**src/logic/brisc_pkg.sv**
```systemverilog
`default_nettype none

package brisc_pkg;

  // Data path widths
  localparam int unsigned XLEN = 32;
  localparam int unsigned WORD_WIDTH = 32;
  localparam int unsigned BYTE_WIDTH = 8;
  localparam int unsigned ADDRESS_WIDTH = 16;
  localparam int unsigned CACHE_LINE_WIDTH = 128;

  // Default geometry
  localparam int unsigned NUM_CACHE_LINES = 16;
  localparam int unsigned STB_DEPTH = 4;

  localparam int unsigned WORDS_PER_LINE = CACHE_LINE_WIDTH / WORD_WIDTH;
  localparam int unsigned BYTES_PER_WORD = WORD_WIDTH / BYTE_WIDTH;
  localparam int unsigned BYTES_PER_LINE = CACHE_LINE_WIDTH / BYTE_WIDTH;
  localparam int unsigned BYTE_OFFSET_WIDTH = $clog2(BYTES_PER_WORD);
  localparam int unsigned WORD_OFFSET_WIDTH = $clog2(WORDS_PER_LINE);
  localparam int unsigned INDEX_WIDTH = $clog2(NUM_CACHE_LINES);
  localparam int unsigned TAG_WIDTH =
      ADDRESS_WIDTH - INDEX_WIDTH - WORD_OFFSET_WIDTH - BYTE_OFFSET_WIDTH;

  typedef enum logic {
    B = 1'b0,
    W = 1'b1
  } data_size_e;

  // Byte address split for a direct-mapped lookup
  typedef struct packed {
    logic [TAG_WIDTH-1:0]         tag;
    logic [INDEX_WIDTH-1:0]       index;
    logic [WORD_OFFSET_WIDTH-1:0] word_offset;
    logic [BYTE_OFFSET_WIDTH-1:0] byte_offset;
  } addr_fields_t;

  // One line, read either by word or by byte
  typedef union packed {
    logic [WORDS_PER_LINE-1:0][WORD_WIDTH-1:0] words;
    logic [BYTES_PER_LINE-1:0][BYTE_WIDTH-1:0] bytes;
  } cache_line_u;

  typedef struct packed {
    logic [ADDRESS_WIDTH-1:0] line_addr;
    cache_line_u              data;
    logic                     write;
  } mem_req_t;

  // Byte stores keep their byte in data[7:0]
  typedef struct packed {
    addr_fields_t     addr;
    logic [XLEN-1:0]  data;
    data_size_e       size;
    logic             valid;
  } stb_entry_t;

endpackage

`default_nettype wire

```
**src/logic/dcache_array.sv**
```systemverilog
`timescale 1ns/1ps
`default_nettype none

module dcache_array #(
  parameter int unsigned NUM_LINES = brisc_pkg::NUM_CACHE_LINES
) (
  input  logic                                clk,
  input  logic                                reset,
  input  brisc_pkg::addr_fields_t             lookup_addr,
  output brisc_pkg::cache_line_u              lookup_line,
  output logic                                lookup_hit,
  input  brisc_pkg::addr_fields_t             drain_addr,
  output logic                                drain_hit,
  input  logic                                drain_write,
  input  logic [brisc_pkg::XLEN-1:0]          drain_data,
  input  brisc_pkg::data_size_e               drain_size,
  input  logic                                fill,
  input  brisc_pkg::addr_fields_t             fill_addr,
  input  brisc_pkg::cache_line_u              fill_data,
  input  logic                                victim_sel,
  output logic                                victim_dirty,
  output logic [brisc_pkg::ADDRESS_WIDTH-1:0] victim_addr,
  output brisc_pkg::cache_line_u              victim_line
);

  logic [brisc_pkg::TAG_WIDTH-1:0]   tag_q [NUM_LINES];
  logic [NUM_LINES-1:0]              valid_q;
  logic [NUM_LINES-1:0]              dirty_q;
  brisc_pkg::cache_line_u            data_q [NUM_LINES];

  logic [brisc_pkg::INDEX_WIDTH-1:0] victim_idx;
  brisc_pkg::addr_fields_t           victim_fields;
  brisc_pkg::cache_line_u            merge_line;

  // Pipeline load lookup
  assign lookup_line = data_q[lookup_addr.index];
  assign lookup_hit = valid_q[lookup_addr.index] &&
                      (tag_q[lookup_addr.index] == lookup_addr.tag);

  // Is the line of the oldest store resident
  assign drain_hit = valid_q[drain_addr.index] &&
                     (tag_q[drain_addr.index] == drain_addr.tag);

  // Victim sits at the index of the address being resolved
  assign victim_idx = victim_sel ? drain_addr.index : lookup_addr.index;
  assign victim_dirty = valid_q[victim_idx] & dirty_q[victim_idx];
  assign victim_line = data_q[victim_idx];

  always_comb begin
    victim_fields = '0;
    victim_fields.tag = tag_q[victim_idx];
    victim_fields.index = victim_idx;
  end

  assign victim_addr = victim_fields;

  // Store data merged into the resident line
  always_comb begin
    merge_line = data_q[drain_addr.index];
    if (drain_size == brisc_pkg::W) begin
      merge_line.words[drain_addr.word_offset] = drain_data;
    end else begin
      merge_line.bytes[{drain_addr.word_offset, drain_addr.byte_offset}] =
          drain_data[brisc_pkg::BYTE_WIDTH-1:0];
    end
  end

  // Line state
  always_ff @(posedge clk) begin
    if (reset) begin
      valid_q <= '0;
      dirty_q <= '0;
    end else if (fill) begin
      valid_q[fill_addr.index] <= 1'b1;
      dirty_q[fill_addr.index] <= 1'b0;
    end else if (drain_write) begin
      dirty_q[drain_addr.index] <= 1'b1;
    end
  end

  // Tags and line data
  always_ff @(posedge clk) begin
    if (fill) begin
      tag_q[fill_addr.index] <= fill_addr.tag;
      data_q[fill_addr.index] <= fill_data;
    end else if (drain_write) begin
      data_q[drain_addr.index] <= merge_line;
    end
  end

  // Controller only drains while no transaction is outstanding
  assert property (@(posedge clk) disable iff (reset) !(fill && drain_write))
    else $error("dcache_array: fill and store drain in the same cycle");

endmodule

`default_nettype wire

```
**config.mk**
```make
export PLATFORM = sky130hd
export DESIGN_NAME = dcache_array
export DESIGN_NICKNAME = d
export VERILOG_FILES = /design/src/logic/brisc_pkg.sv /design/src/logic/dcache_array.sv
export SDC_FILE = /design/constraint.sdc
export NUM_CORES = 2
export LEC_CHECK = 0
export BUFFER_PORTS_ARGS = -buffer_cell sky130_fd_sc_hd__buf_2
export CORE_MARGIN = 3
export CORE_UTILIZATION = 40
export CTS_CLUSTER_DIAMETER = 30
export DETAILED_ROUTE_END_ITERATION = 6
export HOLD_SLACK_MARGIN = 0.03
export MAX_ROUTING_LAYER = met4
export PLACE_DENSITY = 0.57
export SYNTH_ARGS = -nofsm -noshare
export SYNTH_HDL_FRONTEND = slang
export SYNTH_SLANG_ARGS = --single-unit
```
**constraint.sdc**
```tcl
create_clock -name clk -period 11.5 [get_ports clk]
set_input_delay 2.3 -clock clk [delete_from_list [all_inputs] [get_ports clk]]
set_output_delay 2.3 -clock clk [all_outputs]
set_load 0.03 [all_outputs]
```
* Word-level counts from Yosys, hierarchy flattened *
Memories as Yosys holds them, arrays and structs flattened.
Index checks and enable logic that the tools add are counted.

cells by class
  order comparisons = 10
  reduce and logical (&&, ||, !) cells = 8
  equal/unequal tests = 2
  multiplexer cells = 30
  bitwise gates (word level) = 5

operator list
  operator                                                                       number
  128-bit bitwise mux                                                            2
  128-bit 2-to-1 mux                                                             2
  128-bit OR reduction                                                           1
  32-bit demux with 2-bit select                                                 1
  8-bit demux with 4-bit select                                                  1
  16-bit 2-to-1 mux                                                              2
  32-bit 2-to-1 mux                                                              1
  16-bit OR                                                                      2
  4-bit by 5-bit less-than comparator with 1-bit output (second input constant)  5
  16-bit AND                                                                     1
  1-bit binary-select mux with 4-bit select                                      4
  8-bit equality test                                                            2
  16-bit inverter                                                                1
  4-bit by 1-bit >= comparator with 1-bit output (second input constant)         3
  1-bit 2-to-1 mux                                                               12
  1-bit demux with 4-bit select                                                  2
  4-bit 2-to-1 mux                                                               2
  8-bit 2-to-1 mux                                                               1
  1-bit logical AND                                                              6
  2-bit by 3-bit less-than comparator with 1-bit output (second input constant)  1
  2-bit by 1-bit >= comparator with 1-bit output (second input constant)         1
  2-bit nonzero test                                                             1
  1-bit AND                                                                      1

storage, ports and cells
  register bits = 32
  memories kept = 2
  output and inout port bits = 275
  bits in writable memories = 2176

memories
  name    depth  bits a word  rd ports  clocked after Yosys merged registers in  write ports  RTL line            text
  data_q  16     128          3         0                                        1            dcache_array.sv:29  brisc_pkg::cache_line_u data_q [NUM_LINES];
  tag_q   16     8            3         0                                        1            dcache_array.sv:26  logic [brisc_pkg::TAG_WIDTH-1:0] tag_q [NUM_LINES];

* Logic depth before layout (Yosys ltp) *
  depth after elaboration = 7
  depth in mapped cells = 10
  depth with buffers taken out = 7

* Worst setup path before layout *
OpenSTA, ideal clock, no wires.

  path type = input -> register
  start point = input port drain_addr[5] (netlist name)
  end point = memory data_q[1][0] (netlist name) (enable)
  slack = 1.888 ns
  library setup time = 0.617 ns
  arrival = 8.995 ns
  data required time = 10.883 ns
  stages on the path = 7
  path buffers = 4
  cells stage by stage = buf_2 > buf_2 > buf_2 > buf_1 > nor3b_1 > nor2_1 > nor2_1

on the way
  cells in the longest elaborated chain, start to end = 1

RTL lines
  item                        RTL line            text
  start, declared             dcache_array.sv:12  input brisc_pkg::addr_fields_t drain_addr,
  4-bit 2-to-1 mux (no line)  -
  end, declared               dcache_array.sv:29

Every way passes these cells.

==> results.cfg <==
[outcome]
outcome = finished clean

[place]
place_ws_ns = 2.392
dp_hpwl_um = 259800
portBuffers = 476
gp_congestion = 0.8785
placedCellCount = 12870

[clocking]
worstSkewPairLatency_ns = 1.00
path_clk_slew_ns = 0.04
cts_tree = built
root_buffer = clkbuf_16
postCtsSetupRepairBufs = 0
numCtsBuffers = 521
clockBufferDepth = 4
clock-sinks = 2208
h-tree-depth = 6
holdBufCountCts = 0
post_cts_resize_count = 0

[routing]
drtIter0Drc = 11480
viasPerCell = 6.542
wl_per_cell_um = 33.12
drc = 0
ant_nets = 0
drt_pass1_iterations = 6
vias = 90740
wl_um = 459400

[hold_path]
worstHoldStart = dirty_q[8]$_SDFFE_PP0P_
holdPathStages = 2
hold_path_class = reg2reg
holdPathEnd = dirty_q[8]$_SDFFE_PP0P_

[global_route]
grt_util_all_layers = 0.2969
use_met3 = 0.07263
grt_start_max_net_pins = 172
grtUsageMet2 = 0.4501
grt_util_met1 = 0.3578
overflow = 0
grt_pass1_vias = 90890
antenna_found_initial = 51
grt_most_used_layer = met2
grt_pass1_wl_um = 646500

[timing]
fin_ws_ns = 2.214
grt_setup_unrepaired = false
period_minus_slack_ns = 9.286
worstMarginPinSlew_ns = 1.208
max_freq_ghz = 0.1077
period_share = 0.8074
slew_viol_final = 0
holdWs_ns = 0.4842
fin_skew_ns = 0.04705
setup_viol = 0
slew_headroom = 0.1948
hold_viol_final = 0
fin_setup_tns_ns = 0

[pwr]
p_leak_nw = 50.38
vdd_drop_max_mv = 0.1355
p_per_area_nw_per_um2 = 187.1

[synthesis]
synth-seq-cells = 2208
seq_area_frac_synth = 0.5408
synth_area_leaders = edfxtp_1 54%, mux4_2 25%, nand2_1 7.2%
netlist.top_cell.by_area = edfxtp_1
yosysTopAreaCellShare = 0.5356
synth_edf_count = 2176
syn_inst = 9014
avgSynthCellArea_um2 = 13.54
yosys_warnings = 0
ys.flop_type = edfxtp_1
async_flop_share = 0
ys_types = 55
synth_area_um2 = 122000

[critical_path]
reg2reg_slack_ns = 8.94
r2r_cells = 5
reg2reg_to = data_q[6][34]$_DFFE_PP_
worstPathRequired_ns = 9.20
end_kind = output pin
cp-start-kind = input pin
path_class = in2out
cp_max_fo = 69
rr_startpoint = data_q[15][34]$_DFFE_PP_
arrival_ns = 6.99

[final_layout]
syn_to_final_growth_pct = 20.13
stdcell_count = 13870
post-route-util = 0.4832
nets = 9630
drive_above_1_share = 0.2974

[floorplanning]
num_io_pins = 489
die_area_um2 = 311700
rows = 202
chipWidth_um = 558.3
fp.dieH_um = 558.3
core_um2 = 303300
start_util = 0.4023

[run]
drv_cap = 0
cell families after synthesis:
group,share of synthesized area
and+or+nand+nor,0.1325
DFF,0.5408
muxes,0.2557
buffers and inverters,0.02929
AOI/OAI and AO/OA,0.04030
xor gates and xnor gates,0.001364
other,0.00003074
state kept, by name, summed over array words and instances, names as in the netlist:
signal   count
data_q    2048
tag_q      128
dirty_q     16
valid_q     16
power by group:
part | total (mW) | leakage, nW | internal [mW] | switching, mW
Combinational | 3.37 | 21.8 | 1.11 | 2.26
Clock | 14.8 | 8.52 | 9.76 | 5.02
Sequential | 9.27 | 20.0 | 9.17 | 0.0996
Total | 27.4 | 50.4 | 20.0 | 7.38
worst max-delay path, stage by stage:
cell    delay [ns]
buf_8         0.54
buf_4         0.86
buf_4         0.83
buf_4         0.83
mux4_2        0.44
mux4_2        0.62
buf_2         0.23
routing by layer:
layer  up-vias  wire length (um)
li1      36690                 -
met1     46110            160500
met2      6441            213400
met3      1502             55520
met4         0             29980
met5         -                 0
cells in the mapped netlist (2+ instances only):
library cell,count
nor2b_1,16
xnor2_1,14
mux2i_1,52
and2_1,2
inv_2,3
nor2_1,187
nor3_1,8
a21oi_1,118
nand2b_1,10
nor3b_1,3
clkbuf_1,521
nand2_1,2325
nand3b_1,2
o21ai_0,25
mux4_1,5
buf_1,44
nand3_1,1108
a311oi_1,277
a22oi_1,26
buf_2,240
buf_6,4
mux2_2,3
a22o_1,2
buf_4,15
a221oi_1,2
o21ai_1,116
a31oi_1,140
dfxtp_1,32
and3_1,139
edfxtp_1,2176
inv_1,18
xor2_1,5
mux4_2,1354
layout by cell type (no fill, tap or decap), types with 32 or more instances in the layout:
master and n:
nand2_1 2325, edfxtp_1 2176, mux4_2 1354, nand3_1 1108, clkbuf_16 522, buf_2 468, a311oi_1 277, buf_4 182
nor2_1 166, a31oi_1 140, and3_1 139, a21oi_1 118, o21ai_1 116, clkinv_1 75, clkinv_2 75, clkbuf_1 63
bufinv_16 59, clkinvlp_4 53, diode_2 50, mux2i_1 49, buf_12 43, clkinv_4 33, clkinv_16 33, dfxtp_1 32
final cells by class:
type | instances | area, um^2
Fill cell | 25730 | 156700
Multi-Input combinational cell | 5963 | 52750
Timing Repair Buffer | 701 | 4690
Antenna cell | 50 | 125.1
Inverter | 21 | 106.4
Clock buffer | 585 | 13300
Sequential cell | 2208 | 65980
Tap cell | 3978 | 4977
Clock inverter | 365 | 4629
worst max path at each step:
stage	start	to	slack [ns]	depth (start not counted)
6_report	lookup_addr[5]	lookup_line[97]	2.21	7
5_1_grt	lookup_addr[5]	lookup_line[97]	2.29	7
4_1_cts	lookup_addr[5]	lookup_line[97]	2.40	7
3_5_place_dp	lookup_addr[5]	lookup_line[97]	2.39	7
3_3_place_gp	lookup_addr[5]	lookup_line[97]	2.38	7
2_1_floorplan	drain_addr[5]	data_q[1][0]$_DFFE_PP_	1.89	7
per-stage QoR:
stage / instance area (um^2) / power, mW
CTS: 146400 / 27.51
finish: 146600 / 27.42
global placement: 128500 / 12.70
global route: 146500 / 28.20
floorplan: 122000 / 11.52
detailed placement: 128500 / 12.75
(Power assumes the default switching activity.)
