==> src/logic/brisc_pkg.sv <==
`default_nettype none

package brisc_pkg;

  // Data path widths
  localparam int unsigned XLEN = 32;
  localparam int unsigned WORD_WIDTH = 32;
  localparam int unsigned BYTE_WIDTH = 8;
  localparam int unsigned ADDRESS_WIDTH = 16;
  localparam int unsigned CACHE_LINE_WIDTH = 128;

  // Default geometry
  localparam int unsigned NUM_CACHE_LINES = 16;
  localparam int unsigned STB_DEPTH = 4;

  localparam int unsigned WORDS_PER_LINE = CACHE_LINE_WIDTH / WORD_WIDTH;
  localparam int unsigned BYTES_PER_WORD = WORD_WIDTH / BYTE_WIDTH;
  localparam int unsigned BYTES_PER_LINE = CACHE_LINE_WIDTH / BYTE_WIDTH;
  localparam int unsigned BYTE_OFFSET_WIDTH = $clog2(BYTES_PER_WORD);
  localparam int unsigned WORD_OFFSET_WIDTH = $clog2(WORDS_PER_LINE);
  localparam int unsigned INDEX_WIDTH = $clog2(NUM_CACHE_LINES);
  localparam int unsigned TAG_WIDTH =
      ADDRESS_WIDTH - INDEX_WIDTH - WORD_OFFSET_WIDTH - BYTE_OFFSET_WIDTH;

  typedef enum logic {
    B = 1'b0,
    W = 1'b1
  } data_size_e;

  // Byte address split for a direct-mapped lookup
  typedef struct packed {
    logic [TAG_WIDTH-1:0]         tag;
    logic [INDEX_WIDTH-1:0]       index;
    logic [WORD_OFFSET_WIDTH-1:0] word_offset;
    logic [BYTE_OFFSET_WIDTH-1:0] byte_offset;
  } addr_fields_t;

  // One line, read either by word or by byte
  typedef union packed {
    logic [WORDS_PER_LINE-1:0][WORD_WIDTH-1:0] words;
    logic [BYTES_PER_LINE-1:0][BYTE_WIDTH-1:0] bytes;
  } cache_line_u;

  typedef struct packed {
    logic [ADDRESS_WIDTH-1:0] line_addr;
    cache_line_u              data;
    logic                     write;
  } mem_req_t;

  // Byte stores keep their byte in data[7:0]
  typedef struct packed {
    addr_fields_t     addr;
    logic [XLEN-1:0]  data;
    data_size_e       size;
    logic             valid;
  } stb_entry_t;

endpackage

`default_nettype wire

==> src/logic/load_align.sv <==
`timescale 1ns/1ps
`default_nettype none

module load_align (
  input  brisc_pkg::cache_line_u     line,
  input  logic [brisc_pkg::XLEN-1:0] fwd_word,
  input  logic                       use_fwd,
  input  brisc_pkg::addr_fields_t    addr,
  input  brisc_pkg::data_size_e      size,
  output logic [brisc_pkg::XLEN-1:0] read_data
);

  logic [brisc_pkg::BYTES_PER_WORD-1:0][brisc_pkg::BYTE_WIDTH-1:0] fwd_bytes;
  logic [brisc_pkg::WORD_WIDTH-1:0] sel_word;
  logic [brisc_pkg::BYTE_WIDTH-1:0] sel_byte;

  // Byte lanes of the forwarded word
  assign fwd_bytes = fwd_word;

  always_comb begin
    if (use_fwd) begin
      sel_word = fwd_word;
      sel_byte = fwd_bytes[addr.byte_offset];
    end else begin
      sel_word = line.words[addr.word_offset];
      sel_byte = line.bytes[{addr.word_offset, addr.byte_offset}];
    end
  end

  // Zero-extend byte loads
  assign read_data = (size == brisc_pkg::W) ? sel_word :
                     {{(brisc_pkg::XLEN - brisc_pkg::BYTE_WIDTH){1'b0}}, sel_byte};

endmodule

`default_nettype wire

==> config.mk <==
export PLATFORM = sky130hd
export DESIGN_NAME = load_align
export DESIGN_NICKNAME = d
export VERILOG_FILES = /design/src/logic/brisc_pkg.sv /design/src/logic/load_align.sv
export SDC_FILE = /design/constraint.sdc
export NUM_CORES = 1
export LEC_CHECK = 0
export BUFFER_PORTS_ARGS = -buffer_cell sky130_fd_sc_hd__buf_4
export CAP_MARGIN = 15
export CELL_PAD_IN_SITES_DETAIL_PLACEMENT = 1
export CELL_PAD_IN_SITES_GLOBAL_PLACEMENT = 1
export CORE_ASPECT_RATIO = 0.5
export CORE_UTILIZATION = 29
export DETAILED_ROUTE_END_ITERATION = 10
export PLACE_DENSITY_LB_ADDON = 0.1
export RECOVER_POWER = 50
export SYNTH_ARGS = -nofsm -noshare
export SYNTH_HDL_FRONTEND = slang
export SYNTH_SLANG_ARGS = --single-unit
==> constraint.sdc <==
create_clock -name vclk -period 2.6
set_input_delay 0.52 -clock vclk [all_inputs]
set_output_delay 0.52 -clock vclk [all_outputs]
set_load 0.02 [all_outputs]
Yosys cells after proc, flatten, opt, wreduce, memory -nomap -nowiden
Cells that the tools add are included.
- register bits after elaboration: 0
- input bits: 178
- word-level logic and storage cells: 12
- $lt $le $gt $ge: 3
- muxes and demuxes: 9
- operator list (kind ; count):
    32-bit two-way mux ; 3
    32-bit binary-select mux with 2-bit select ; 1
    8-bit binary-select mux with 4-bit select ; 1
    8-bit two-way mux ; 3
    8-bit binary-select mux with 2-bit select ; 1
    2-bit by 3-bit < comparator with 1-bit output, second input constant ; 2
    4-bit by 5-bit < comparator with 1-bit output, second input constant ; 1

Depth between registers and ports, before layout
Gate-level depths: netlist of the first run.
- word-level depth: 4
- depth in mapped cells: 6
- mapped depth without buffers: 4

Worst setup path after synthesis of the first run
OpenSTA, ideal clock, no wires.
- path type: input to output
- from: in addr[0] (netlist name)
- to: out read_data[4] (netlist name)
- arrival time: 1.725 ns
- slack: 0.355 ns
- stages on the path: 6
- cell sequence: buf_6 buf_2 mux2_2 o21ai_0 nor2_1 o31a_1
- word-level cells in the longest chain between the ends: 4
- RTL lines (element ; RTL line ; source):
    start: declaration ; load_align.sv:8 ; input brisc_pkg::addr_fields_t addr,
    8-bit binary-select mux with 4-bit select or 8-bit binary-select mux with 2-bit select (tied branches) ; load_align.sv:26, load_align.sv:23 ;
    8-bit two-way mux, on equally long branches ; load_align.sv:26, load_align.sv:23 ;
    8-bit two-way mux * ; load_align.sv:21 ; if (use_fwd) begin
    32-bit two-way mux * ; load_align.sv:31 ; assign read_data = (size == brisc_pkg::W) ? sel_word :
    end: declaration ; load_align.sv:10 ; output logic [brisc_pkg::XLEN-1:0] read_data
Mark *: on every way between the ends. The rest lies on a longest branch, timed or not. The select of a mux whose other input is x is not followed.

Worst setup path after layout of the first run
- from: in addr[0] (netlist name)
- to: out read_data[7] (netlist name)
The elaborated chain is that of the path after synthesis.

==> results of run 1 <==
==> through the flow <==
step	cells	area, um2
2_1_floorplan	234	2650
3_3_place_gp	532	4290
3_5_place_dp	532	4290
4_1_cts	532	4290
5_1_grt	536	4340
6_report	536	4340
==> how the worst min path moves through the flow <==
stage                             from  depth (start not counted)            end  slack, ps
after floorplan           fwd_word[31]                          2  read_data[31]       1260
after CTS                 fwd_word[23]                          4  read_data[23]       1440
after detailed placement  fwd_word[11]                          4  read_data[11]       1430
after global routing       fwd_word[8]                          4   read_data[8]       1460
after global placement    fwd_word[23]                          4  read_data[23]       1430
final                     fwd_word[16]                          4  read_data[16]       1440
==> power groups by stage <==
stage / clock network, uW / registers (uW) / logic [uW]
floorplan: 0 / 0 / 453
global placement: 0 / 0 / 812
detailed placement: 0 / 0 / 833
CTS: 0 / 0 / 835
global route: 0 / 0 / 895
finish: 0 / 0 / 836
==> cells by family after synthesis <==
kind of cell | count (synthesis) | synth area share
multiplexers | 120 | 0.763
buffers and inverters | 30 | 0.0628
AO/OA/AOI/OAI | 32 | 0.0755
AND/OR/NAND/NOR | 52 | 0.0991
==> area by class of cell <==
type	instances	area [um2]	share of cell area
multi-input cells	204	2480	0.572
well taps	117	146	0.0337
repair buffers	215	1710	0.394
==> placed cells by master, fill, tap and decap left out, types with 8 or more instances in the layout <==
| master | Yosys | routed |
|---|---|---|
| a21oi_1 | 8 | 8 |
| mux2_2 | 15 | 15 |
| nor2_1 | 24 | 24 |
| nor2b_1 | 24 | 24 |
| mux2i_1 | 40 | 40 |
| clkbuf_1 | 7 | 14 |
| mux4_2 | 64 | 64 |
| buf_4 | 1 | 190 |
| o31a_1 | 8 | 8 |
| o22ai_1 | 8 | 8 |
==> critical path: stages <==
cell and delay (ps):
buf_6 160, buf_12 160, mux4_2 500, o22ai_1 190, nor2_1 60, o31a_1 270, buf_4 160
==> metal layers <==
| metal | GRT usage | vias up | wire length [um] |
|---|---|---|---|
| li1 | - | 1348 | - |
| met1 | 0.301 | 1479 | 5010 |
| met2 | 0.403 | 105 | 5570 |
| met3 | 0.0183 | 4 | 582 |
| met4 | 0.0147 | 0 | 30 |
| met5 | 0 | - | 0 |
==> repair_timing <==
action                                 CTS  global route
endpoints found under the hold margin    0             0
setup endpoints to repair                0             6
hold buffers                             0             0
gates resized for setup                  0             1
==> impl_metrics.yaml, run 1 <==
global_routing:
  grt_pass1_wl_mm: 16.8
  grt_max_degree: 31
  grt_pass1_vias: 3247
  grt-ovfl-total: 0
  track_usage: 0.223
  antenna_found_initial: 0
routing:
  wirelength_mm: 11.2
  vias: 2936
  drc: 0
  drtIter0Drc: 100
  routed_via_density: 5.48
  drt_pass1_iterations: 4
  antenna_left: 0
  routedWlPerCell_um: 20.9
finish:
  ff_latch_area_um2: 0
  seq_cells: 0
  num-clock-buffers: 0
  final_util: 0.493
  area_growth_pct: 63.8
  diodes: 0
  final_nets: 599
  fillerInstances: 993
  layout-drive-gt1-share: 0.671
logic_synthesis:
  synth_top_area_frac: 0.544
  ys_warn_count: 0
  avgSynthCellArea_um2: 11.3
  synth_common_cells: "mux4_2 (64), mux2i_1 (40), nor2_1 (24), nor2b_1 (24), buf_2 (16)"
  synth_area_leaders: "mux4_2 (54%), mux2i_1 (15%), mux2_2 (6.4%)"
  synth_top_cell_by_area: "mux4_2"
  netlist_instances: 234
  synth_area_mm2: 0.00265
  yosysMostFrequentCell: "mux4_2"
  syn_nets: 412
  ys_seq_area_frac: 0
  ys_types: 19
placement:
  dp_slack_ps: 27.4
  post-dp-hpwl_mm: 9.18
  io_buffer_count: 198
  gp_congestion: 0.824
setup_path:
  cp-end-kind: "output port"
  worstSetupPathType: "in2out"
  endpoint: "read_data[7]"
  arrival_ps: 2020
  worst_setup_path_start_kind: "primary input"
  worstPathRequired_ps: 2080
  cp_max_fo: 6
  crit_start: "addr[0]"
power_and_ir_drop:
  intPower_uw: 487
  clock_power_share: 0
  max-vdd-ir-drop_v: 0.0000923
  cellLeakagePower_uw: 0.00190
  switching_share: 0.418
  total_power_uw: 836
  powerDensity_mw_per_mm2: 193
  power.switching_uw: 350
  pwr-share-comb: 1.000
  seqPwrFrac: 0
sta:
  max_freq_mhz: 394
  slew_violations: 0
  post-route-min-period_ps: 2540
  worst_pin_slew_ps: 455
  holdWs_ps: 1440
  setup_viol: 0
  maxSlewHeadroom: 0.697
  setup_tns_ps: 0
  hold_violations: 0
  rsz0062_at_grt: "no"
  timing.final.ws_setup_ps: 60.6
  fin_crit_sh: 0.977
floorplan:
  die_y_um: 69.6
  chipWidth_um: 137
  start_util: 0.301
  die_area_mm2: 0.00955
  core_mm2: 0.00880
  pin_count: 210
  std_cell_rows: 24
clock_tree:
  postCtsSetupRepairBufs: 0
flow_run:
  drv_cap: 0
hold_path:
  hold_path.class: "in2out"
status:
  status: "finished clean"
Note: power is estimated with default switching activity, not from simulation.
==> run 2: changes to the inputs <==
==> config.mk (replaced) <==
export PLATFORM = sky130hd
export DESIGN_NAME = load_align
export DESIGN_NICKNAME = d
export VERILOG_FILES = /design/src/logic/brisc_pkg.sv /design/src/logic/load_align.sv
export SDC_FILE = /design/constraint.sdc
export NUM_CORES = 1
export LEC_CHECK = 0
export CAP_MARGIN = 15
export CELL_PAD_IN_SITES_DETAIL_PLACEMENT = 1
export CELL_PAD_IN_SITES_GLOBAL_PLACEMENT = 1
export CORE_ASPECT_RATIO = 0.5
export CORE_UTILIZATION = 40
export DETAILED_ROUTE_END_ITERATION = 10
export DONT_BUFFER_PORTS = 1
export PLACE_DENSITY_LB_ADDON = 0.1
export RECOVER_POWER = 100
export SYNTH_ARGS = -nofsm -noshare
export SYNTH_HDL_FRONTEND = slang
export SYNTH_SLANG_ARGS = --single-unit
==> impl_metrics.yaml, run 2 (same netlist as run 1, synthesis figures left out) <==
status:
  status: "finished clean"
floorplan:
  std_cell_rows: 20
  die_y_um: 59.6
  start_util: 0.426
  chipWidth_um: 117
  pin_count: 210
  die_area_mm2: 0.00698
  core_mm2: 0.00623
sta:
  maxSlewHeadroom: 0.704
  fin_crit_sh: 0.848
  max_freq_mhz: 454
  setup_viol: 0
  setup_tns_ps: 0
  post-route-min-period_ps: 2200
  hold_violations: 0
  rsz0062_at_grt: "no"
  slew_violations: 0
  timing.final.ws_setup_ps: 395
  worst_pin_slew_ps: 443
routing:
  routed_via_density: 7.01
  drtIter0Drc: 92
  drt_pass1_iterations: 4
  wirelength_mm: 7.97
  drc: 0
  vias: 2046
  antenna_left: 0
  routedWlPerCell_um: 27.3
global_routing:
  grt_max_degree: 51
  busiest_layer: "met2"
  grt_pass1_wl_mm: 11.6
  antenna_found_initial: 0
  use_met1: 0.289
  grt-ovfl-total: 0
  grt_use_met2: 0.396
  track_usage: 0.217
  met3_usage: 0.0358
  grt_pass1_vias: 2269
finish:
  final_nets: 384
  ff_latch_area_um2: 0
  final_cell_mix: "mux4_2 (64), mux2i_1 (40), nor2b_1 (24), nor2_1 (24), mux2_2 (15)"
  layout-drive-gt1-share: 0.392
  multiInputGateArea_mm2: 0.00248
  area_growth_pct: -2.12
  fillerInstances: 656
  diodes: 0
  seq_cells: 0
  final_common_cell: "mux4_2"
  num-clock-buffers: 0
setup_path:
  arrival_ps: 1680
  worstPathRequired_ps: 2080
  path_cells: "mux4_2, mux2i_1, nor2_1, o31a_1"
  worst_setup_path_start_kind: "primary input"
  worstSetupPathType: "in2out"
  cp_slowest_cell: "mux4_2"
  critPathMaxStageDelay_ps: 500
  cp-end-kind: "output port"
  cp_max_fo: 48
placement:
  dp_slack_ps: 424
  io_buffer_count: 0
  post-dp-hpwl_mm: 6.23
  gp_congestion: 0.752
power_and_ir_drop:
  max-vdd-ir-drop_v: 0.0000540
  powerDensity_mw_per_mm2: 160
  cellLeakagePower_uw: 0.000859
flow_run:
  drv_cap: 0
clock_tree:
  ctsResizeCount: 0
  postCtsSetupRepairBufs: 0
  cts_hold_buf: 0
hold_path:
  hold_path.class: "in2out"
[run 2: cell types whose count changed in the layout (fill, tap and decap cells not counted), sizes merged]
cell | before | now
buf | 197 | 0
clkbuf | 18 | 0
[run 2: where the power goes]
group | total (uW) | switching [uW] | leakage (uW) | internal (uW)
clock network | 0 | 0 | 0 | 0
registers | 0 | 0 | 0 | 0
logic | 416 | 162 | 0.000859 | 254
total | 416 | 162 | 0.000859 | 254
[run 2: per-layer routing]
metal / part of all wire / wire (um)
met5: 0 / 0
met2: 0.51 / 4060
met3: 0.10 / 824
met1: 0.39 / 3090
met4: 0 / 0
[run 2: final timing paths]
| kind | slack, ps | startpoint | cells after the start | end |
|---|---|---|---|---|
| max | 400 | addr[0] | 4 | read_data[0] |
| min | 1220 | size | 1 | read_data[30] |
[run 2: critical path, delay by kind of cell]
family,cells,cell delay (ps)
muxes,2,690
AOI/OAI and AO/OA,1,370
and+or+nand+nor,1,60
[run 2: final cells by class]
type / instances / area share
well taps: 88 / 0.0424
multi-input cells: 204 / 0.958
[run 2: stage by stage]
stage | std cells | hold WS (ps) | cell area [um2] | total power, uW | utilization
6_report | 292 | 1220 | 2590 | 416 | 0.416
5_1_grt | 292 | 1220 | 2590 | 446 | 0.416
4_1_cts | 292 | 1220 | 2590 | 422 | 0.416
3_5_place_dp | 292 | 1220 | 2590 | 422 | 0.416
3_3_place_gp | 292 | 1220 | 2590 | 418 | 0.416
2_1_floorplan | 234 | 1260 | 2650 | 453 | -
==> run 3: changes to the inputs <==
==> constraint.sdc (replaced) <==
create_clock -name vclk -period 1.8
set_input_delay 0.36 -clock vclk [all_inputs]
set_output_delay 0.36 -clock vclk [all_outputs]
set_load 0.02 [all_outputs]
==> impl_metrics.yaml, run 3 (same netlist as run 1, synthesis figures left out) <==
routing:
  drtIter0Drc: 85
  dr_wl_met3_um: 677
  vias: 2095
  wl_met2_mm: 4.50
  antenna_left: 0
  routed_via_density: 7.15
  routedWlPerCell_um: 29.4
  wl_met1_mm: 3.41
  drc: 0
  drt_pass1_iterations: 4
  wirelength_mm: 8.61
  dr.max_layer_used: "met4"
sta:
  maxSlewHeadroom: 0.677
  worst_pin_slew_ps: 483
  fin_crit_sh: 1.03
  post-route-min-period_ps: 1850
  max_freq_mhz: 541
  setup_viol: 3
  slew_violations: 0
  hold_violations: 0
  rsz0062_at_grt: "yes"
  holdWs_ps: 897
  timing.final.ws_setup_ps: -47.2
  setup_tns_ps: -62.6
setup_path:
  critPathMaxStageDelay_ps: 480
  cp_slowest_cell: "mux4_2"
  arrival_ps: 1490
  worst_setup_path_start_kind: "primary input"
  cp_max_fo: 48
  worstSetupPathType: "in2out"
  path_cells: "mux4_2, mux2i_1, nor2_1, o31a_1"
  worstPathRequired_ps: 1440
  cp-end-kind: "output port"
finish:
  fin_cells: 293
  final_cell_mix: "mux4_2 (64), mux2i_1 (40), nor2b_1 (24), nor2_1 (24), mux2_2 (15)"
  seq_cells: 0
  layout-drive-gt1-share: 0.410
  area_growth_pct: -1.13
  final_util: 0.421
  final_common_cell: "mux4_2"
  diodes: 0
  final_nets: 385
  num-clock-buffers: 0
  ff_latch_area_um2: 0
hold_path:
  hold_path.class: "in2out"
  hold_end: "read_data[8]"
  min_from: "size"
  hold_depth: 1
global_routing:
  track_usage: 0.231
  grt_max_degree: 51
  grt_pass1_wl_mm: 12.3
  antenna_found_initial: 0
  grt_pass1_vias: 2340
  grt-ovfl-total: 0
floorplan:
  core_mm2: 0.00623
  die_y_um: 59.6
  chipWidth_um: 117
  start_util: 0.426
  std_cell_rows: 20
  die_area_mm2: 0.00698
  pin_count: 210
power_and_ir_drop:
  powerDensity_mw_per_mm2: 234
  max-vdd-ir-drop_v: 0.0000666
  cellLeakagePower_uw: 0.000871
flow_run:
  drv_cap: 0
placement:
  placedCellCount: 293
  post-dp-hpwl_mm: 6.62
  dp_slack_ps: -31.3
  gp_congestion: 0.734
  io_buffer_count: 0
status:
  status: "finished with violations"
  violations: "setup timing"
clock_tree:
  postCtsSetupRepairBufs: 0
## run 3: cell type report
class / count / area [um2]
Multi-Input combinational cell: 204 / 2500
Timing Repair Buffer: 1 / 7.51
Fill cell: 674 / 3610
Tap cell: 88 / 110
## run 3: power by group
group          internal, uW  switching [uW]
Sequential                0               0
Combinational           372             242
Clock                     0               0
## run 3: stage by stage
stage / instance area (um2) / total power [uW]
after floorplan: 2710 / 669
after CTS: 2600 / 614
after detailed placement: 2600 / 612
final: 2620 / 614
after global placement: 2600 / 604
after global routing: 2620 / 653
## run 3: critical path: cells and delay by family
family	cells	cell delay, ps
mux	2	660
simple gates	1	70
compound gates	1	370
## run 3: metal layers
| layer | global-route usage | vias to the layer above |
|---|---|---|
| met3 | 0.0307 | 3 |
| met4 | 0.00181 | 0 |
| li1 | - | 913 |
| met2 | 0.439 | 95 |
| met1 | 0.300 | 1084 |
| met5 | 0 | - |
## run 3: how the worst max path moves through the flow
| stage | from | to |
|---|---|---|
| 2_1_floorplan | addr[0] | read_data[7] |
| 3_3_place_gp | addr[0] | read_data[3] |
| 3_5_place_dp | addr[0] | read_data[3] |
| 4_1_cts | addr[0] | read_data[3] |
| 5_1_grt | addr[0] | read_data[3] |
| 6_report | addr[0] | read_data[3] |
## run 3: what timing repair did
action | CTS | global route
gates resized for setup | 0 | 3
hold buffers | 0 | 0
setup endpoints to repair | 2 | 8
pin swaps | 2 | 3
