File: src/logic/brisc_pkg.sv
`default_nettype none

package brisc_pkg;

  // Data path widths
  localparam int unsigned XLEN = 32;
  localparam int unsigned WORD_WIDTH = 32;
  localparam int unsigned BYTE_WIDTH = 8;
  localparam int unsigned ADDRESS_WIDTH = 16;
  localparam int unsigned CACHE_LINE_WIDTH = 128;

  // Default geometry
  localparam int unsigned NUM_CACHE_LINES = 16;
  localparam int unsigned STB_DEPTH = 4;

  localparam int unsigned WORDS_PER_LINE = CACHE_LINE_WIDTH / WORD_WIDTH;
  localparam int unsigned BYTES_PER_WORD = WORD_WIDTH / BYTE_WIDTH;
  localparam int unsigned BYTES_PER_LINE = CACHE_LINE_WIDTH / BYTE_WIDTH;
  localparam int unsigned BYTE_OFFSET_WIDTH = $clog2(BYTES_PER_WORD);
  localparam int unsigned WORD_OFFSET_WIDTH = $clog2(WORDS_PER_LINE);
  localparam int unsigned INDEX_WIDTH = $clog2(NUM_CACHE_LINES);
  localparam int unsigned TAG_WIDTH =
      ADDRESS_WIDTH - INDEX_WIDTH - WORD_OFFSET_WIDTH - BYTE_OFFSET_WIDTH;

  typedef enum logic {
    B = 1'b0,
    W = 1'b1
  } data_size_e;

  // Byte address split for a direct-mapped lookup
  typedef struct packed {
    logic [TAG_WIDTH-1:0]         tag;
    logic [INDEX_WIDTH-1:0]       index;
    logic [WORD_OFFSET_WIDTH-1:0] word_offset;
    logic [BYTE_OFFSET_WIDTH-1:0] byte_offset;
  } addr_fields_t;

  // One line, read either by word or by byte
  typedef union packed {
    logic [WORDS_PER_LINE-1:0][WORD_WIDTH-1:0] words;
    logic [BYTES_PER_LINE-1:0][BYTE_WIDTH-1:0] bytes;
  } cache_line_u;

  typedef struct packed {
    logic [ADDRESS_WIDTH-1:0] line_addr;
    cache_line_u              data;
    logic                     write;
  } mem_req_t;

  // Byte stores keep their byte in data[7:0]
  typedef struct packed {
    addr_fields_t     addr;
    logic [XLEN-1:0]  data;
    data_size_e       size;
    logic             valid;
  } stb_entry_t;

endpackage

`default_nettype wire

File: src/logic/dcache_ctrl.sv
`timescale 1ns/1ps
`default_nettype none

module dcache_ctrl #(
  parameter int unsigned NUM_LINES = brisc_pkg::NUM_CACHE_LINES
) (
  input  logic                                clk,
  input  logic                                reset,
  input  logic                                load_req,
  input  brisc_pkg::addr_fields_t             load_addr,
  input  logic                                lookup_hit,
  input  logic                                fwd_valid,
  input  logic                                fwd_conflict,
  input  brisc_pkg::stb_entry_t               stb_head,
  input  logic                                drain_hit,
  input  logic                                victim_dirty,
  input  logic [brisc_pkg::ADDRESS_WIDTH-1:0] victim_addr,
  input  brisc_pkg::cache_line_u              victim_line,
  output logic                                victim_sel,
  output logic                                drain_ack,
  input  logic                                arbiter_grant,
  output logic                                arbiter_req,
  output brisc_pkg::mem_req_t                 mem_req,
  input  logic                                mem_resp,
  output logic                                miss
);

  typedef enum logic [1:0] {
    IDLE,
    WB_REQ,
    RD_REQ,
    WAIT_RESP
  } state_e;

  state_e                              state_q;
  logic                                sel_q;
  logic [brisc_pkg::ADDRESS_WIDTH-1:0] target_q;
  brisc_pkg::addr_fields_t             target_fields;
  logic                                load_fill;
  logic                                drain_fill;
  logic                                start;

  // Cache miss combined with the store buffer result
  assign miss = load_req & (fwd_conflict | ~(lookup_hit | fwd_valid));

  assign load_fill = load_req & ~lookup_hit & ~fwd_valid;
  assign drain_fill = stb_head.valid & ~drain_hit;
  assign start = (state_q == IDLE) & (load_fill | drain_fill);

  // Load misses win over drain fills
  assign victim_sel = (state_q == IDLE) ? ~load_fill : sel_q;
  assign drain_ack = (state_q == IDLE) & stb_head.valid & drain_hit & ~load_fill;
  assign arbiter_req = (state_q == WB_REQ) | (state_q == RD_REQ);

  always_comb begin
    target_fields = victim_sel ? stb_head.addr : load_addr;
    target_fields.word_offset = '0;
    target_fields.byte_offset = '0;
  end

  always_ff @(posedge clk) begin
    if (reset) begin
      state_q <= IDLE;
      sel_q <= 1'b0;
    end else begin
      case (state_q)
        IDLE: begin
          if (start) begin
            state_q <= victim_dirty ? WB_REQ : RD_REQ;
            sel_q <= victim_sel;
          end
        end
        WB_REQ:    if (arbiter_grant) state_q <= RD_REQ;
        RD_REQ:    if (arbiter_grant) state_q <= WAIT_RESP;
        WAIT_RESP: if (mem_resp) state_q <= IDLE;
        default:   state_q <= IDLE;
      endcase
    end
  end

  // Write-back goes out first, then the read of the missing line
  always_ff @(posedge clk) begin
    if (start) begin
      target_q <= target_fields;
      if (victim_dirty) begin
        mem_req.line_addr <= victim_addr;
        mem_req.data <= victim_line;
        mem_req.write <= 1'b1;
      end else begin
        mem_req.line_addr <= target_fields;
        mem_req.data <= '0;
        mem_req.write <= 1'b0;
      end
    end else if (state_q == WB_REQ && arbiter_grant) begin
      mem_req.line_addr <= target_q;
      mem_req.data <= '0;
      mem_req.write <= 1'b0;
    end
  end

  initial begin
    assert (NUM_LINES == (1 << brisc_pkg::INDEX_WIDTH))
      else $error("dcache_ctrl: NUM_LINES does not match the address index field");
  end

  assert property (@(posedge clk) disable iff (reset)
                   (arbiter_req && !arbiter_grant) |=> $stable(mem_req))
    else $error("dcache_ctrl: request changed before grant");

endmodule

`default_nettype wire

File: config.mk
export PLATFORM = sky130hd
export DESIGN_NAME = dcache_ctrl
export DESIGN_NICKNAME = d
export VERILOG_FILES = /design/src/logic/brisc_pkg.sv /design/src/logic/dcache_ctrl.sv
export SDC_FILE = /design/constraint.sdc
export NUM_CORES = 1
export LEC_CHECK = 0
export ABC_AREA = 1
export BUFFER_PORTS_ARGS = -buffer_cell sky130_fd_sc_hd__clkbuf_2
export CAP_MARGIN = 15
export CORE_AREA = 2 2 142 144
export DETAILED_ROUTE_END_ITERATION = 16
export DIE_AREA = 0 0 144 146
export PLACE_DENSITY = 0.74
export REMOVE_ABC_BUFFERS = 1
export SLEW_MARGIN = 20
export SYNTH_ARGS = -nofsm -noshare
export SYNTH_HDL_FRONTEND = slang
export SYNTH_SLANG_ARGS = --single-unit
File: constraint.sdc
create_clock -name clk -period 8 [get_ports clk]
set_clock_uncertainty 0.15 [all_clocks]
set_input_delay 1.2 -clock clk [delete_from_list [all_inputs] [get_ports clk]]
set_output_delay 1.2 -clock clk [all_outputs]
set_load 0.05 [all_outputs]
* Yosys cells after proc, flatten, opt, wreduce, memory -nomap -nowiden
Cells that the tools add are included.
Operators by class: muxes and demuxes 11, equal/unequal tests 7, bitwise gates (word level) 17, reductions and logical operators 5
Operator list (number):
- $mux W145 | 3
- $mux W16 | 1
- $mux W2 | 5
- $and A1 B1 Y1 | 8
- $ne A2 B2 Y1 const B | 4
- $pmux W2 S4 | 1
- $not A1 Y1 | 5
- $eq A2 B2 Y1 const B | 2
- $or A1 B1 Y1 | 4
- $reduce_and A4 Y1 | 1
- $eq A2 B1 Y1 const B | 1
- $logic_not A2 Y1 | 1
- $reduce_and A2 Y1 | 1
- $reduce_bool A2 Y1 | 1
- $logic_and A1 B1 Y1 | 1
- $mux W1 | 1
Word-level totals: bits in registers 160, logic and storage cells 46, output and inout port bits 149

* Longest topological paths before layout
Gate-level depths: netlist of the first run.
word-level depth 8, gate-level depth with buffers 11

* Worst setup path after synthesis of the first run
OpenSTA, ideal clock, no wires.
kind input-to-reg, from input lookup_hit, to register mem_req[0] (netlist name), enable pin, cell stages on the path 6, required time 7340 ps, arrival 4806 ps, setup slack 2534 ps, cells stage by stage nor2_4 -> nand2_2 -> nand2_4 -> nand2_4 -> buf_2 -> nand2_1
On the way: longest elaborated chain between the ends 6
Ends and longest elaborated chain:
- start: declaration | line dcache_ctrl.sv:11 | input logic lookup_hit,
- $not A1 Y1 | line dcache_ctrl.sv:46 | assign load_fill = load_req & ~lookup_hit & ~fwd_valid;
- $and A1 B1 Y1 (2 in a row) | line dcache_ctrl.sv:46
- $or A1 B1 Y1 | line dcache_ctrl.sv:48 | assign start = (state_q == IDLE) & (load_fill | drain_fill);
- $and A1 B1 Y1 | line dcache_ctrl.sv:48
- $reduce_bool A2 Y1 (no line)
- end: declaration | line dcache_ctrl.sv:23 | output brisc_pkg::mem_req_t mem_req,
No other way between the ends. A chain may end at the register's enable or synchronous reset.

* Final worst setup path of the first run
from register state_q[0], to output victim_sel
On the way: longest elaborated chain between the ends 2
Ends and longest elaborated chain:
- start: declaration | line dcache_ctrl.sv:35 | state_e state_q;
- start signal: assignment | line dcache_ctrl.sv:69 | state_q <= victim_dirty ? WB_REQ : RD_REQ;
- $logic_not A2 Y1 | line dcache_ctrl.sv:51 | assign victim_sel = (state_q == IDLE) ? ~load_fill : sel_q;
- $mux W1 | line dcache_ctrl.sv:51
- end: declaration | line dcache_ctrl.sv:19 | output logic victim_sel,
No other way between the ends.

==> results.py, run 1 <==
metrics = {
    "place": {
        "dpl.hpwl_um": 12560,
        "place_area_um2": 8671,
        "dp_slack_ps": 3846,
        "gp_congestion": 0.8120,
        "portBuffers": 327,
    },
    "worst_setup_path": {
        "r2r_start": "state_q[0]",
        "cp_max_fo": 17,
        "rrSetupSlack_ps": 4390,
        "startpoint_type": "flip-flop",
        "critPathRequiredTime_ps": 6650,
        "critPathCaptureType": "output pin",
        "arrival_ps": 3000,
        "crit_type": "flip-flop to output pin",
        "worst_r2r_endpoint": "mem_req[95]",
        "r2r_cells": 5,
    },
    "cts": {
        "clkLatencyLatePin_ps": 420,
        "root_buffer": "clkbuf_16",
        "post_cts_resized": 0,
        "h-tree-depth": 4,
        "clk_pin_slew_worst_paths_ps": 70,
        "clock-sinks": 160,
        "cts_made_buffers": 17,
        "cts.path.max_buffers": 2,
        "cts_tree": "yes",
        "ctsHoldBuffers": 0,
        "cts_setup_buffers": 0,
    },
    "sta": {
        "worstMarginPinSlew_ps": 1020,
        "rsz0062_at_grt": "false",
        "slew_violations": 0,
        "layout_setup_ws_ps": 3647,
        "fmaxAchievable_ghz": 0.2297,
        "finalCritPeriodShare_pct": 54.41,
        "whs_ps": 316.5,
        "finalHoldViolCount": 0,
        "fin_tns_setup_ps": 0,
        "relSlewSlack_pct": 32.03,
        "finalCriticalPeriod_ps": 4353,
        "setup_viol": 0,
    },
    "synthesis": {
        "ys_types": 21,
        "synth_area_per_cell_um2": 11.27,
        "ys_ff_latch": 160,
        "syn-instance-count": 606,
        "yosysSeqAreaShare_pct": 69.89,
        "ys_warn_count": 0,
        "synthesis.area_um2": 6832,
    },
    "grt": {
        "grt_antenna_before_repair": 1,
        "grt_pass1_wl_um": 25700,
        "grt_pass1_vias": 5099,
        "grt.busiest_layer": "met2",
        "met1_usage_pct": 17.30,
        "gr-usage-met3_pct": 5.035,
        "track_usage_pct": 16.06,
        "grt_overflow": 0,
        "grt_max_degree": 80,
        "grtUsageMet2_pct": 28.45,
    },
    "floorplan": {
        "row_count": 51,
        "die_w_um": 144,
        "initial_utilization_pct": 35.33,
        "core_area_um2": 19330,
        "io_pins": 369,
        "die-area_um2": 21020,
        "die_y_um": 146,
    },
    "route": {
        "wirelength_um": 16950,
        "detail_route.vias_per_cell": 4.141,
        "drt_iter0_markers": 247,
        "final_antenna_net_count": 0,
        "drc_errors": 0,
        "wl_per_cell_um": 14.00,
        "num_vias": 5011,
        "dr.pass1.iters": 4,
    },
    "worst_hold_path": {
        "holdPathStages": 2,
        "hold_class": "flip-flop to flip-flop",
        "hold_end": "sel_q",
        "min_from": "sel_q",
    },
    "cells_and_area": {
        "layout_common_cells": "327 x clkbuf_2, 157 x edfxtp_1, 154 x inv_1",
        "final_common_cell": "clkbuf_2",
        "fin_area_um2": 9241,
        "drive_gt1_share_pct": 46.29,
        "fin_util_pct": 47.80,
        "num-nets-final": 1156,
        "areaGrowthSynthToFinish_pct": 35.27,
    },
    "status": {
        "status": "finished, final reports clean",
    },
    "power_and_ir_drop": {
        "power_density_nw_per_um2": 398.6,
        "p_leak_nw": 4.683,
        "ir_drop_mv": 0.2872,
    },
    "job": {
        "maxCapViolCount": 0,
    },
}
cell type report:
class                      instances  area, um2
multi-input combinational        268       1331
timing repair buffer             329       1652
clock inverter                    15      142.6
tap                              265      331.6
fill                            1845      10090
inverter                         155      581.8
clock buffer                      17      425.4
sequential                       160       4775
antenna                            1      2.502
logic make-up after synthesis:
group	Yosys count	share of synthesized area (%)
AO/OA/AOI/OAI	3	0.2931
adder cells (fa/ha/maj)	5	0.9158
buffers and inverters	178	10.93
flip-flops	160	69.89
AND/OR/NAND/NOR	260	17.97
flip-flops by register name (all words and copies together), names as in the netlist:
name / flops
mem_req: 145
target_q: 12
state_q: 2
sel_q: 1
report_power, final:
group	total, W	switching [W]	internal (W)	leakage [nW]
Clock	0.000783	0.000369	0.000414	0.271
Combinational	0.00155	0.00128	0.000269	2.86
Sequential	0.00135	0.0000652	0.00128	1.55
worst max path at each step:
| stage | start | to | slack, ps | cells past startpoint |
|---|---|---|---|---|
| after floorplan | lookup_hit | mem_req[0] | 2640 | 5 |
| after global placement | lookup_hit | mem_req[132] | 3890 | 7 |
| after detailed placement | lookup_hit | mem_req[132] | 3850 | 7 |
| after CTS | state_q[0] | victim_sel | 3600 | 6 |
| after global routing | state_q[0] | victim_sel | 3350 | 6 |
| final | state_q[0] | victim_sel | 3650 | 6 |
per-stage QoR:
step,power [W],std cells
finish,0.003683,1210
CTS,0.003730,1209
global placement,0.002906,1177
global route,0.003870,1210
floorplan,0.002580,583
detailed placement,0.002937,1177
layer usage:
metal  vias up  part of all wire [%]
li1       2514                     -
met1      2236                    39
met2       231                    51
met3        30                   7.6
met4         0                   2.5
met5         -                     0
critical path, stage by stage (launching register included):
cell	delay [ps]
dfxtp_1	330
inv_1	130
ha_1	670
nand3_1	550
nand2_1	580
inv_1	80
clkbuf_2	250
cell usage after synthesis:
cell type / instances / area share, %
edfxtp_1: 157 / 69
dfxtp_1: 3 / 0.88
or2_2: 1 / 0.092
nor2_4: 1 / 0.16
nor2_1: 72 / 4.0
buf_6: 8 / 1.3
nand2_2: 2 / 0.18
nand3_1: 15 / 1.1
nand2_1: 86 / 4.7
clkbuf_1: 2 / 0.11
a21oi_1: 1 / 0.073
nand2_4: 2 / 0.33
nand4_1: 12 / 1.1
nor2_2: 69 / 6.3
inv_1: 154 / 8.5
o21a_1: 1 / 0.11
buf_2: 12 / 0.88
inv_2: 1 / 0.055
ha_1: 5 / 0.92
buf_4: 1 / 0.11
a211oi_1: 1 / 0.11
No activity file was read; power rests on OpenSTA's default activity.
==> run 2, diff against run 1 <==
--- a/config.mk
+++ b/config.mk
@@ -11,7 +11,7 @@
 export CORE_AREA = 2 2 142 144
 export DETAILED_ROUTE_END_ITERATION = 16
 export DIE_AREA = 0 0 144 146
-export PLACE_DENSITY = 0.74
+export PLACE_DENSITY = 0.77
 export REMOVE_ABC_BUFFERS = 1
 export SLEW_MARGIN = 20
 export SYNTH_ARGS = -nofsm -noshare
==> constraint.sdc (replaced) <==
create_clock -name clk -period 3.8 [get_ports clk]
set_clock_uncertainty 0.15 [all_clocks]
set_input_delay 0.57 -clock clk [delete_from_list [all_inputs] [get_ports clk]]
set_output_delay 0.57 -clock clk [all_outputs]
set_load 0.05 [all_outputs]
==> results.py, run 2 (synthesized netlist as in run 1, its figures left out) <==
metrics = {
    "status": {
        "status": "finished, final reports clean",
    },
    "cells_and_area": {
        "areaGrowthSynthToFinish_pct": 36.89,
        "fillers": 1816,
        "top_regs": "mem_req x145, target_q x12, state_q x2",
        "layout_common_cells": "327 x clkbuf_2, 157 x edfxtp_1, 154 x inv_1",
        "drive_gt1_share_pct": 46.80,
        "final_common_cell": "clkbuf_2",
        "regMostFlops": "mem_req",
        "num-nets-final": 1165,
        "fin_area_um2": 9351,
        "largest_reg_flops": 145,
        "antenna_cells": 0,
    },
    "sta": {
        "relSlewSlack_pct": 63.22,
        "whs_ps": 182.6,
        "worstMarginPinSlew_ps": 551.7,
        "finalHoldViolCount": 0,
        "setup_viol": 0,
        "finalCriticalPeriod_ps": 2783,
        "finalCritPeriodShare_pct": 73.25,
        "slew_violations": 0,
        "fmaxAchievable_ghz": 0.3593,
        "rsz0062_at_grt": "false",
    },
    "cts": {
        "ctsHoldBuffers": 0,
        "clk_pin_slew_worst_paths_ps": 70,
        "cts_tree": "yes",
        "cts_made_buffers": 17,
        "cts.path.max_buffers": 2,
        "h-tree-depth": 4,
        "cts_setup_buffers": 0,
        "post_cts_resized": 0,
        "clkLatencyLatePin_ps": 410,
        "root_buffer": "clkbuf_16",
        "clock-sinks": 160,
    },
    "place": {
        "dpl.hpwl_um": 12430,
        "portBuffers": 327,
        "place_area_um2": 8763,
        "gp_congestion": 0.7986,
    },
    "worst_setup_path": {
        "startpoint": "state_q[0]",
        "arrival_ps": 2060,
        "crit_path_max_incr_delay_ps": 360,
        "cp_top_family": "buffers and inverters",
        "r2r_start": "state_q[0]",
        "critPathRequiredTime_ps": 3080,
        "crit_type": "flip-flop to output pin",
        "rrSetupSlack_ps": 1350,
        "cpMaxStageDelayCell": "dfxtp_1",
        "critPathBufInv": 5,
        "startpoint_type": "flip-flop",
        "cp_max_fo": 16,
        "crit_path_cell_trace": "inv_1 > ha_1 > buf_4 > nand3_1 > buf_4 > nand2_1 > inv_1 > clkbuf_2",
        "critPathCaptureType": "output pin",
    },
    "floorplan": {
        "core_area_um2": 19330,
        "initial_utilization_pct": 35.33,
        "die_w_um": 144,
        "die-area_um2": 21020,
        "row_count": 51,
        "io_pins": 369,
        "die_y_um": 146,
    },
    "power_and_ir_drop": {
        "power_density_nw_per_um2": 839.9,
        "ir_drop_mv": 0.4180,
        "power.total_w": 0.007854,
        "p_leak_nw": 4.744,
    },
    "route": {
        "detail_route.vias_per_cell": 4.168,
        "wirelength_um": 16360,
        "drc_errors": 0,
        "num_vias": 5077,
        "wl_per_cell_um": 13.43,
        "final_antenna_net_count": 0,
        "drt_iter0_markers": 225,
        "dr.pass1.iters": 4,
    },
    "grt": {
        "grt_pass1_wl_um": 25180,
        "grt_overflow": 0,
        "grt_antenna_before_repair": 1,
        "track_usage_pct": 15.53,
        "grt_pass1_vias": 5120,
        "grt_max_degree": 67,
    },
    "worst_hold_path": {
        "hold_class": "input pin to flip-flop",
        "min_from": "reset",
    },
    "job": {
        "maxCapViolCount": 0,
    },
}
-- run 2: cell count changes in the layout (fill, tap and decap cells not counted), sizes merged --
cell      previous run  this run
bufinv               0         1
clkinvlp             3         2
diode                1         0
buf                  2        11
-- run 2: final cells by class --
cell class | instances | area [um2] | area share [%]
well taps | 265 | 331.6 | 3.546
repair buffers | 338 | 1744 | 18.65
clock inverters | 15 | 162.7 | 1.739
flip-flops and latches | 160 | 4775 | 51.06
clock buffers | 17 | 425.4 | 4.549
inverters | 155 | 581.8 | 6.222
multi-input cells | 268 | 1331 | 14.24
-- run 2: worst paths after layout --
check	to	cells after the start
worst max-delay path	victim_sel	8
worst min-delay path	sel_q	2
worst max register to register	mem_req[121]	7
worst min register to register	sel_q	2
-- run 2: per-stage QoR --
stage / TNS, ps / setup WS [ps] / std cells / utilization [%]
after floorplan: -140920 / -971.9 / 583 / -
after global placement: 0 / 1046 / 1186 / 45.32
after detailed placement: 0 / 1003 / 1186 / 45.32
after CTS: 0 / 987.3 / 1218 / 48.37
after global routing: 0 / 873.2 / 1218 / 48.37
final: 0 / 1017 / 1218 / 48.37
-- run 2: per-layer routing --
metal | part of all wire (%) | routed length, um | global-route usage (%)
met4 | 2.5 | 401 | 6.029
met1 | 37 | 6026 | 16.65
met5 | 0.079 | 13 | 0
met3 | 9.2 | 1511 | 5.298
met2 | 51 | 8403 | 27.86
-- run 2: power by group --
group	leakage, nW	switching [W]	total [W]	internal (W)
registers	1.55	0.000135	0.00282	0.00269
logic	2.91	0.00270	0.00334	0.000639
clock network	0.283	0.000761	0.00170	0.000935
-- run 2: worst register-to-register path, stage by stage, from the launching register on --
cell	delay, ps
dfxtp_1	360
inv_1	110
ha_1	250
nand2_4	190
inv_2	200
nand2_8	410
buf_4	440
nor2_1	90
